$ cat config.mk
export PLATFORM = sky130hd
export DESIGN_NAME = ecc_counter_top
export DESIGN_NICKNAME = d
export VERILOG_FILES = /design/src/logic/ecc_counter_pkg.sv /design/src/logic/protected_counter.sv /design/src/logic/syndrome_corrector.sv /design/src/logic/apb_regs.sv /design/src/logic/ecc_counter_top.sv
export SDC_FILE = /design/constraint.sdc
export NUM_CORES = 1
export LEC_CHECK = 0
export ABC_CLOCK_PERIOD_IN_PS = 8100
export BUFFER_PORTS_ARGS = -buffer_cell sky130_fd_sc_hd__buf_2
export CORE_MARGIN = 2
export CORE_UTILIZATION = 60
export DETAILED_ROUTE_END_ITERATION = 16
export GPL_ROUTABILITY_DRIVEN = 0
export GPL_TIMING_DRIVEN = 0
export PLACE_DENSITY = 0.83
export SLEW_MARGIN = 20
export SYNTH_ARGS = -nofsm -noshare
export SYNTH_HDL_FRONTEND = slang
export SYNTH_SLANG_ARGS = --single-unit
$ cat constraint.sdc
create_clock -name clk -period 8.1 [get_ports clk]
set_clock_uncertainty 0.05 [all_clocks]
set_input_delay 1.62 -clock clk [delete_from_list [all_inputs] [get_ports clk]]
set_output_delay 1.62 -clock clk [all_outputs]
set_load 0.005 [all_outputs]
$ cat src/logic/ecc_counter_pkg.sv
package ecc_counter_pkg;

  localparam int nibble_bits = 4;
  localparam int check_bits = 3;

  // apb register map, byte addresses.
  localparam logic [7:0] addr_ctrl = 8'h00;
  localparam logic [7:0] addr_count = 8'h04;
  localparam logic [7:0] addr_parity = 8'h08;
  localparam logic [7:0] addr_inject_data = 8'h0C;
  localparam logic [7:0] addr_inject_parity = 8'h10;
  localparam logic [7:0] addr_status = 8'h14;
  localparam logic [7:0] addr_errcnt = 8'h18;

  // returns {c2, c1, c0}.
  function automatic logic [check_bits-1:0] hamming_encode(input logic [nibble_bits-1:0] d);
    return {d[0] ^ d[2] ^ d[3], d[0] ^ d[1] ^ d[3], d[0] ^ d[1] ^ d[2]};
  endfunction

  function automatic logic [check_bits-1:0] hamming_syndrome(
    input logic [nibble_bits-1:0] d,
    input logic [check_bits-1:0] c
  );
    return c ^ hamming_encode(d);
  endfunction

  // syndrome bit k set means check bit ck disagrees.
  function automatic logic [nibble_bits-1:0] correct_nibble(
    input logic [nibble_bits-1:0] d,
    input logic [check_bits-1:0] syn
  );
    case (syn)
      3'b110: return d ^ 4'b1000; // d3 feeds c2 and c1.
      3'b101: return d ^ 4'b0100;
      3'b011: return d ^ 4'b0010;
      3'b111: return d ^ 4'b0001;
      default: return d;
    endcase
  endfunction

  function automatic logic [check_bits-1:0] correct_check(
    input logic [check_bits-1:0] c,
    input logic [check_bits-1:0] syn
  );
    case (syn)
      3'b001, 3'b010, 3'b100: return c ^ syn;
      default: return c;
    endcase
  endfunction

endpackage

$ cat src/logic/protected_counter.sv
`timescale 1ns/100ps

module protected_counter
  import ecc_counter_pkg::*;
#(
  parameter int width = 32
)(
  input  logic clk,
  input  logic rst,
  input  logic run,
  input  logic [width-1:0] inject_data_mask,
  input  logic inject_data_stb,
  input  logic [check_bits*(width/nibble_bits)-1:0] inject_parity_mask,
  input  logic inject_parity_stb,
  input  logic [width-1:0] corrected_count,
  input  logic [check_bits*(width/nibble_bits)-1:0] corrected_parity,
  input  logic data_fix,
  input  logic parity_fix,
  output logic [width-1:0] count,
  output logic [check_bits*(width/nibble_bits)-1:0] parity,
  output logic parity_valid
);

  localparam int blocks = width / nibble_bits;
  localparam int parity_bits = check_bits * blocks;

  logic run_d;
  logic stop_edge;
  logic snap_held; // snapshot taken and not yet released by a restart.
  logic [parity_bits-1:0] snapshot;

  assign stop_edge = run_d & ~run;

  // the check bits only mean something while the count is frozen.
  assign parity_valid = snap_held & ~run;

  always_comb begin
    for (int i = 0; i < blocks; i++) begin
      snapshot[i*check_bits +: check_bits] = hamming_encode(count[i*nibble_bits +: nibble_bits]);
    end
  end

  always_ff @(posedge clk or posedge rst) begin
    if (rst) begin
      run_d <= 1'b0;
      snap_held <= 1'b0;
    end else begin
      run_d <= run;
      if (run) begin
        snap_held <= 1'b0;
      end else if (stop_edge) begin
        snap_held <= 1'b1;
      end
    end
  end

  always_ff @(posedge clk or posedge rst) begin
    if (rst) begin
      count <= '0;
    end else if (inject_data_stb) begin
      count <= count ^ inject_data_mask;
    end else if (data_fix) begin
      count <= corrected_count;
    end else if (run) begin
      count <= count + 1'b1; // wraps at the top.
    end
  end

  always_ff @(posedge clk or posedge rst) begin
    if (rst) begin
      parity <= '0;
    end else if (inject_parity_stb) begin
      parity <= parity ^ inject_parity_mask;
    end else if (stop_edge) begin
      parity <= snapshot;
    end else if (parity_fix) begin
      parity <= corrected_parity;
    end
  end

  // held check bits match the frozen count once any repair has landed.
  a_valid_matches_count: assert property (
    @(posedge clk) disable iff (rst)
    (parity_valid && !inject_data_stb && !inject_parity_stb && !data_fix && !parity_fix)
    |-> parity == snapshot);

  a_no_fix_while_running: assert property (
    @(posedge clk) disable iff (rst) run |-> !(data_fix || parity_fix));

endmodule

$ cat src/logic/syndrome_corrector.sv
`timescale 1ns/100ps

module syndrome_corrector
  import ecc_counter_pkg::*;
#(
  parameter int width = 32,
  parameter int cnt_width = 16
)(
  input  logic clk,
  input  logic rst,
  input  logic [width-1:0] count,
  input  logic [check_bits*(width/nibble_bits)-1:0] parity,
  input  logic parity_valid,
  output logic [width-1:0] corrected_count,
  output logic [check_bits*(width/nibble_bits)-1:0] corrected_parity,
  output logic data_fix,
  output logic parity_fix,
  output logic [cnt_width-1:0] data_fix_count,
  output logic [cnt_width-1:0] parity_fix_count
);

  localparam int blocks = width / nibble_bits;
  localparam int parity_bits = check_bits * blocks;

  logic [parity_bits-1:0] syndrome;
  logic [parity_bits-1:0] residue;
  logic [blocks-1:0] data_err;
  logic [blocks-1:0] check_err;

  always_comb begin
    for (int i = 0; i < blocks; i++) begin
      syndrome[i*check_bits +: check_bits] = hamming_syndrome(
          count[i*nibble_bits +: nibble_bits], parity[i*check_bits +: check_bits]);
      corrected_count[i*nibble_bits +: nibble_bits] = correct_nibble(
          count[i*nibble_bits +: nibble_bits], syndrome[i*check_bits +: check_bits]);
      corrected_parity[i*check_bits +: check_bits] = correct_check(
          parity[i*check_bits +: check_bits], syndrome[i*check_bits +: check_bits]);
      // a single set bit points at a check bit, more than one at a data bit.
      check_err[i] = $onehot(syndrome[i*check_bits +: check_bits]);
      data_err[i] = (syndrome[i*check_bits +: check_bits] != '0) && !check_err[i];
    end
  end

  assign data_fix = parity_valid & (|data_err);
  assign parity_fix = parity_valid & (|check_err);

  always_ff @(posedge clk or posedge rst) begin
    if (rst) begin
      data_fix_count <= '0;
      parity_fix_count <= '0;
    end else begin
      if (data_fix && !(&data_fix_count)) begin
        data_fix_count <= data_fix_count + 1'b1;
      end
      if (parity_fix && !(&parity_fix_count)) begin
        parity_fix_count <= parity_fix_count + 1'b1;
      end
    end
  end

  // syndrome of the word after correction.
  always_comb begin
    for (int i = 0; i < blocks; i++) begin
      residue[i*check_bits +: check_bits] = hamming_syndrome(
          corrected_count[i*nibble_bits +: nibble_bits],
          corrected_parity[i*check_bits +: check_bits]);
    end
  end

  a_corrected_is_codeword: assert property (
    @(posedge clk) disable iff (rst) residue == '0);

endmodule

$ cat src/logic/apb_regs.sv
`timescale 1ns/100ps

module apb_regs
  import ecc_counter_pkg::*;
#(
  parameter int width = 32,
  parameter int cnt_width = 16
)(
  input  logic clk,
  input  logic rst,
  input  logic [7:0] paddr,
  input  logic psel,
  input  logic penable,
  input  logic pwrite,
  input  logic [31:0] pwdata,
  input  logic [width-1:0] count,
  input  logic [check_bits*(width/nibble_bits)-1:0] parity,
  input  logic parity_valid,
  input  logic [cnt_width-1:0] data_fix_count,
  input  logic [cnt_width-1:0] parity_fix_count,
  output logic [31:0] prdata,
  output logic pready,
  output logic pslverr,
  output logic run,
  output logic [width-1:0] inject_data_mask,
  output logic inject_data_stb,
  output logic [check_bits*(width/nibble_bits)-1:0] inject_parity_mask,
  output logic inject_parity_stb
);

  localparam int parity_bits = check_bits * (width / nibble_bits);

  logic access;
  logic wr;
  logic addr_hit;
  logic [width-1:0] data_mask_q;
  logic [parity_bits-1:0] parity_mask_q;

  assign access = psel & penable;
  assign wr = access & pwrite;
  assign pready = 1'b1; // no wait states.

  // injection lands on the access edge itself, so the bad word is gone
  // before the next transfer can read it.
  assign inject_data_stb = wr & (paddr == addr_inject_data);
  assign inject_parity_stb = wr & (paddr == addr_inject_parity);
  assign inject_data_mask = pwdata[width-1:0];
  assign inject_parity_mask = pwdata[parity_bits-1:0];

  always_ff @(posedge clk or posedge rst) begin
    if (rst) begin
      run <= 1'b0;
    end else if (wr && paddr == addr_ctrl) begin
      run <= pwdata[0];
    end
  end

  // last masks written, kept for readback.
  always_ff @(posedge clk) begin
    if (inject_data_stb) begin
      data_mask_q <= pwdata[width-1:0];
    end
    if (inject_parity_stb) begin
      parity_mask_q <= pwdata[parity_bits-1:0];
    end
  end

  always_comb begin
    prdata = '0;
    addr_hit = 1'b1;
    case (paddr)
      addr_ctrl: prdata[0] = run;
      addr_count: prdata[width-1:0] = count;
      addr_parity: prdata[parity_bits-1:0] = parity;
      addr_inject_data: prdata[width-1:0] = data_mask_q;
      addr_inject_parity: prdata[parity_bits-1:0] = parity_mask_q;
      addr_status: prdata[1:0] = {run, parity_valid};
      addr_errcnt: begin
        prdata[cnt_width-1:0] = data_fix_count;
        prdata[16 +: cnt_width] = parity_fix_count;
      end
      default: addr_hit = 1'b0;
    endcase
  end

  assign pslverr = access & ~addr_hit;

  a_enable_needs_select: assert property (
    @(posedge clk) disable iff (rst) penable |-> psel);

  a_strobes_single: assert property (
    @(posedge clk) disable iff (rst)
    (inject_data_stb || inject_parity_stb) |=> !(inject_data_stb || inject_parity_stb));

endmodule

$ cat src/logic/ecc_counter_top.sv
`timescale 1ns/100ps

module ecc_counter_top
  import ecc_counter_pkg::*;
#(
  parameter int width = 32,
  parameter int cnt_width = 16
)(
  input  logic clk,
  input  logic rst,
  input  logic [7:0] paddr,
  input  logic psel,
  input  logic penable,
  input  logic pwrite,
  input  logic [31:0] pwdata,
  output logic [31:0] prdata,
  output logic pready,
  output logic pslverr
);

  localparam int parity_bits = check_bits * (width / nibble_bits);

  logic run;
  logic [width-1:0] inject_data_mask;
  logic inject_data_stb;
  logic [parity_bits-1:0] inject_parity_mask;
  logic inject_parity_stb;
  logic [width-1:0] count;
  logic [parity_bits-1:0] parity;
  logic parity_valid;
  logic [width-1:0] corrected_count;
  logic [parity_bits-1:0] corrected_parity;
  logic data_fix;
  logic parity_fix;
  logic [cnt_width-1:0] data_fix_count;
  logic [cnt_width-1:0] parity_fix_count;

  apb_regs #(
    .width(width),
    .cnt_width(cnt_width)
  ) i_apb_regs (
    .clk(clk),
    .rst(rst),
    .paddr(paddr),
    .psel(psel),
    .penable(penable),
    .pwrite(pwrite),
    .pwdata(pwdata),
    .count(count),
    .parity(parity),
    .parity_valid(parity_valid),
    .data_fix_count(data_fix_count),
    .parity_fix_count(parity_fix_count),
    .prdata(prdata),
    .pready(pready),
    .pslverr(pslverr),
    .run(run),
    .inject_data_mask(inject_data_mask),
    .inject_data_stb(inject_data_stb),
    .inject_parity_mask(inject_parity_mask),
    .inject_parity_stb(inject_parity_stb)
  );

  protected_counter #(
    .width(width)
  ) i_protected_counter (
    .clk(clk),
    .rst(rst),
    .run(run),
    .inject_data_mask(inject_data_mask),
    .inject_data_stb(inject_data_stb),
    .inject_parity_mask(inject_parity_mask),
    .inject_parity_stb(inject_parity_stb),
    .corrected_count(corrected_count),
    .corrected_parity(corrected_parity),
    .data_fix(data_fix),
    .parity_fix(parity_fix),
    .count(count),
    .parity(parity),
    .parity_valid(parity_valid)
  );

  syndrome_corrector #(
    .width(width),
    .cnt_width(cnt_width)
  ) i_syndrome_corrector (
    .clk(clk),
    .rst(rst),
    .count(count),
    .parity(parity),
    .parity_valid(parity_valid),
    .corrected_count(corrected_count),
    .corrected_parity(corrected_parity),
    .data_fix(data_fix),
    .parity_fix(parity_fix),
    .data_fix_count(data_fix_count),
    .parity_fix_count(parity_fix_count)
  );

endmodule

==> results_dict.tcl <==
set metrics [dict create \
    status "complete, no violations" \
    wl_per_cell_um 22.8 \
    synth-seq-cells 147 \
    synthArstFlopShare 0.619 \
    power_leakage_nw 4.60 \
    fin_tns_setup_ps 0 \
    boundaryPins 79 \
    muxShareOfSynthArea 0.0141 \
    path_delay_family "simple AND/OR/NAND/NOR gates" \
    synth.distinct_cells 80 \
    synthAdderAreaFrac 0.0297 \
    final_layout_size_suffix_gt1_frac 0.146 \
    clock_sinks 147 \
    cts_root_buf "clkbuf_16" \
    grt_antenna_before_repair 0 \
    vias 8956 \
    path_clk_slew_ps 60 \
    cts_tree "built" \
    cp_cell_sequence "buf_2, nor4b_2, nor4b_1, clkbuf_1, a222oi_1, nand2_1, buf_2" \
    cp-end-kind "primary output" \
    dr.pass1.iters 9 \
    rows 46 \
    fmax_mhz 165 \
    clk_latency_ps 430 \
    overflow 0 \
    portBuffers 75 \
    grt_pass1_vias 8425 \
    drv_cap 0 \
    netlist_area_um2 9620 \
    cp_slowest_stage_delay_ps 920 \
    cpMaxStageDelayCell "nor4b_1" \
    hp-class "reg -> reg" \
    power_density_nw_per_um2 410 \
    synth_top_family_by_area "compound AO/OA/AOI/OAI gates" \
    avgSynthCellArea_um2 9.80 \
    cp-start-kind "primary input" \
    cp_max_fo 10 \
    hold_violations 0 \
    htreeDepth 4 \
    synthFlopType "dfrtp_1" \
    coreArea_um2 15800 \
    fin_crit_ps 6050 \
    drc 0 \
    n_fill_cell 1235 \
    die_y_um 131 \
    ys_warn_count 0 \
    critPathArrivalTime_ps 4380 \
    p_total_w 0.00446 \
    grt_pass1_wl_mm 45.3 \
    synth_edf_count 56 \
    worst-path-buf-inv 3 \
    peakVddDrop_mv 0.197 \
    synth_compound_area_frac 0.189 \
    routed_via_density 6.86 \
    drt-total-wl_mm 29.8 \
    period_share 0.747 \
    numCtsBuffers 17 \
    place_hpwl_mm 20.5 \
    die_w_um 131 \
    drt_iter0_markers 1357 \
    grt_max_degree 65 \
    slew_headroom 0.267 \
    post_cts_buffers 0 \
    setup_viol 0 \
    dpl_worst_slack_ps 2280 \
    synth_nets 1044 \
    cts-resized-gates 0 \
    synth-xor-area-share 0.140 \
    synth_cells 981 \
    cts_hold_buf 0 \
    area_growth_pct 13.0 \
    setup_slack_ps 2050 \
    ant_nets 0 \
    synth-simple-area-share 0.166 \
    clk_path_buf_depth 2 \
    initial_core_util 0.610 \
    critPathRequiredTime_ps 6430 \
    finalNetCount 1140 \
    finalMaxSlewViolations 0 \
    worst_pin_slew_ps 1100 \
    critical_path_class "in -> out" \
    track_usage 0.353 \
    insertedDiodeCount 0 \
    ys_seq_area_frac 0.412 \
    dieArea_um2 17100 \
    grt_setup_unrepaired "no" \
    cp_common_cell "buf_2" \
]
-- through the flow --
step                instances  hold slack [ps]  area [µm²]   util
global route             1306              477       10900  0.689
detailed placement       1274              433       10300  0.654
CTS                      1306              447       10900  0.689
global placement         1272              433       10300  0.651
finish                   1306              453       10900  0.689
floorplan                 981              374        9620      -
-- layout make-up --
class / count / area, µm² / area share
Buffer: 68 / 310 / 0.0286
Clock buffer: 22 / 464 / 0.0427
Clock inverter: 10 / 85.1 / 0.00783
Inverter: 45 / 175 / 0.0161
Multi-Input combinational cell: 721 / 5180 / 0.477
Sequential cell: 147 / 3960 / 0.364
Tap cell: 216 / 270 / 0.0249
Timing Repair Buffer: 77 / 423 / 0.0389
-- sequential cells by signal, summed over array words and instances (netlist names) --
register and flops:
i_syndrome_corrector.parity_fix_count 16, i_protected_counter.count 32, i_protected_counter.parity 24, i_syndrome_corrector.data_fix_count 16, i_protected_counter.snap_held 1, i_apb_regs.run 1
i_protected_counter.run_d 1, i_apb_regs.data_mask_q 32, i_apb_regs.parity_mask_q 24
-- cells in the mapped netlist (all sizes together), types with 28 or more instances --
master / instances / share of area
a222oi: 30 / 0.031
xnor2: 65 / 0.062
nand3: 44 / 0.023
nand2: 81 / 0.032
buf: 29 / 0.017
clkbuf: 39 / 0.015
a22oi: 35 / 0.029
a21oi: 42 / 0.023
edfxtp: 56 / 0.17
a31oi: 28 / 0.018
o21ai: 54 / 0.028
dfrtp: 91 / 0.24
nor2: 45 / 0.018
inv: 44 / 0.017
xor2: 44 / 0.041
-- cell families (layout without fill, tap and decap cells) --
family	count (synthesis)	count (layout)
multiplexers	13	13
AND/OR/NAND/NOR	307	307
XOR/XNOR	125	125
buffers and inverters	113	222
adder cells (fa/ha/maj)	18	18
flip-flops	147	147
AO/OA/AOI/OAI	257	257
other	1	1
-- cell usage in the layout, fill, tap and decap left out, types with 10 or more instances in the layout --
master and instances:
a21oi_1 41, a222oi_1 30, a22oi_1 31, a31oi_1 28, and2_1 13, and3_1 19
buf_2 91, clkbuf_1 41, clkbuf_16 17, dfrtp_1 91, edfxtp_1 56, ha_1 10
inv_1 42, nand2_1 80, nand2b_1 11, nand3_1 44, nand4_1 20, nor2_1 44
nor3_1 26, nor4_1 10, o21ai_0 50, o22ai_1 14, xnor2_1 62, xnor3_1 15
xor2_1 43
-- layer usage --
metal  up-vias  track usage  wire [µm]
li1       3845            -          -
met5         -            0          0
met2       693        0.542      13400
met1      4280        0.470      11100
met3       138       0.0879       3910
met4         0        0.177       1400
-- report_power, final --
| part | total, W | internal, W | switching (W) |
|---|---|---|---|
| sequential | 0.00109 | 0.000915 | 0.000175 |
| combinational | 0.00262 | 0.00107 | 0.00156 |
| clock | 0.000746 | 0.000435 | 0.000311 |
| total | 0.00446 | 0.00242 | 0.00204 |
-- worst paths after layout --
check | start | slack (ps) | depth (start not counted) | to
setup / recovery | paddr[5] | 2050 | 7 | prdata[22]
hold / removal | i_syndrome_corrector.data_fix_count[7] | 450 | 1 | i_syndrome_corrector.data_fix_count[7]
setup reg to reg | i_protected_counter.count[15] | 3650 | 13 | i_protected_counter.count[26]
hold reg to reg | i_syndrome_corrector.data_fix_count[7] | 450 | 1 | i_syndrome_corrector.data_fix_count[7]
max in group asynchronous | rst | 6240 | 3 | i_syndrome_corrector.data_fix_count[4]
min in group asynchronous | rst | 1100 | 2 | i_syndrome_corrector.parity_fix_count[12]
(Power assumes the default switching activity.)
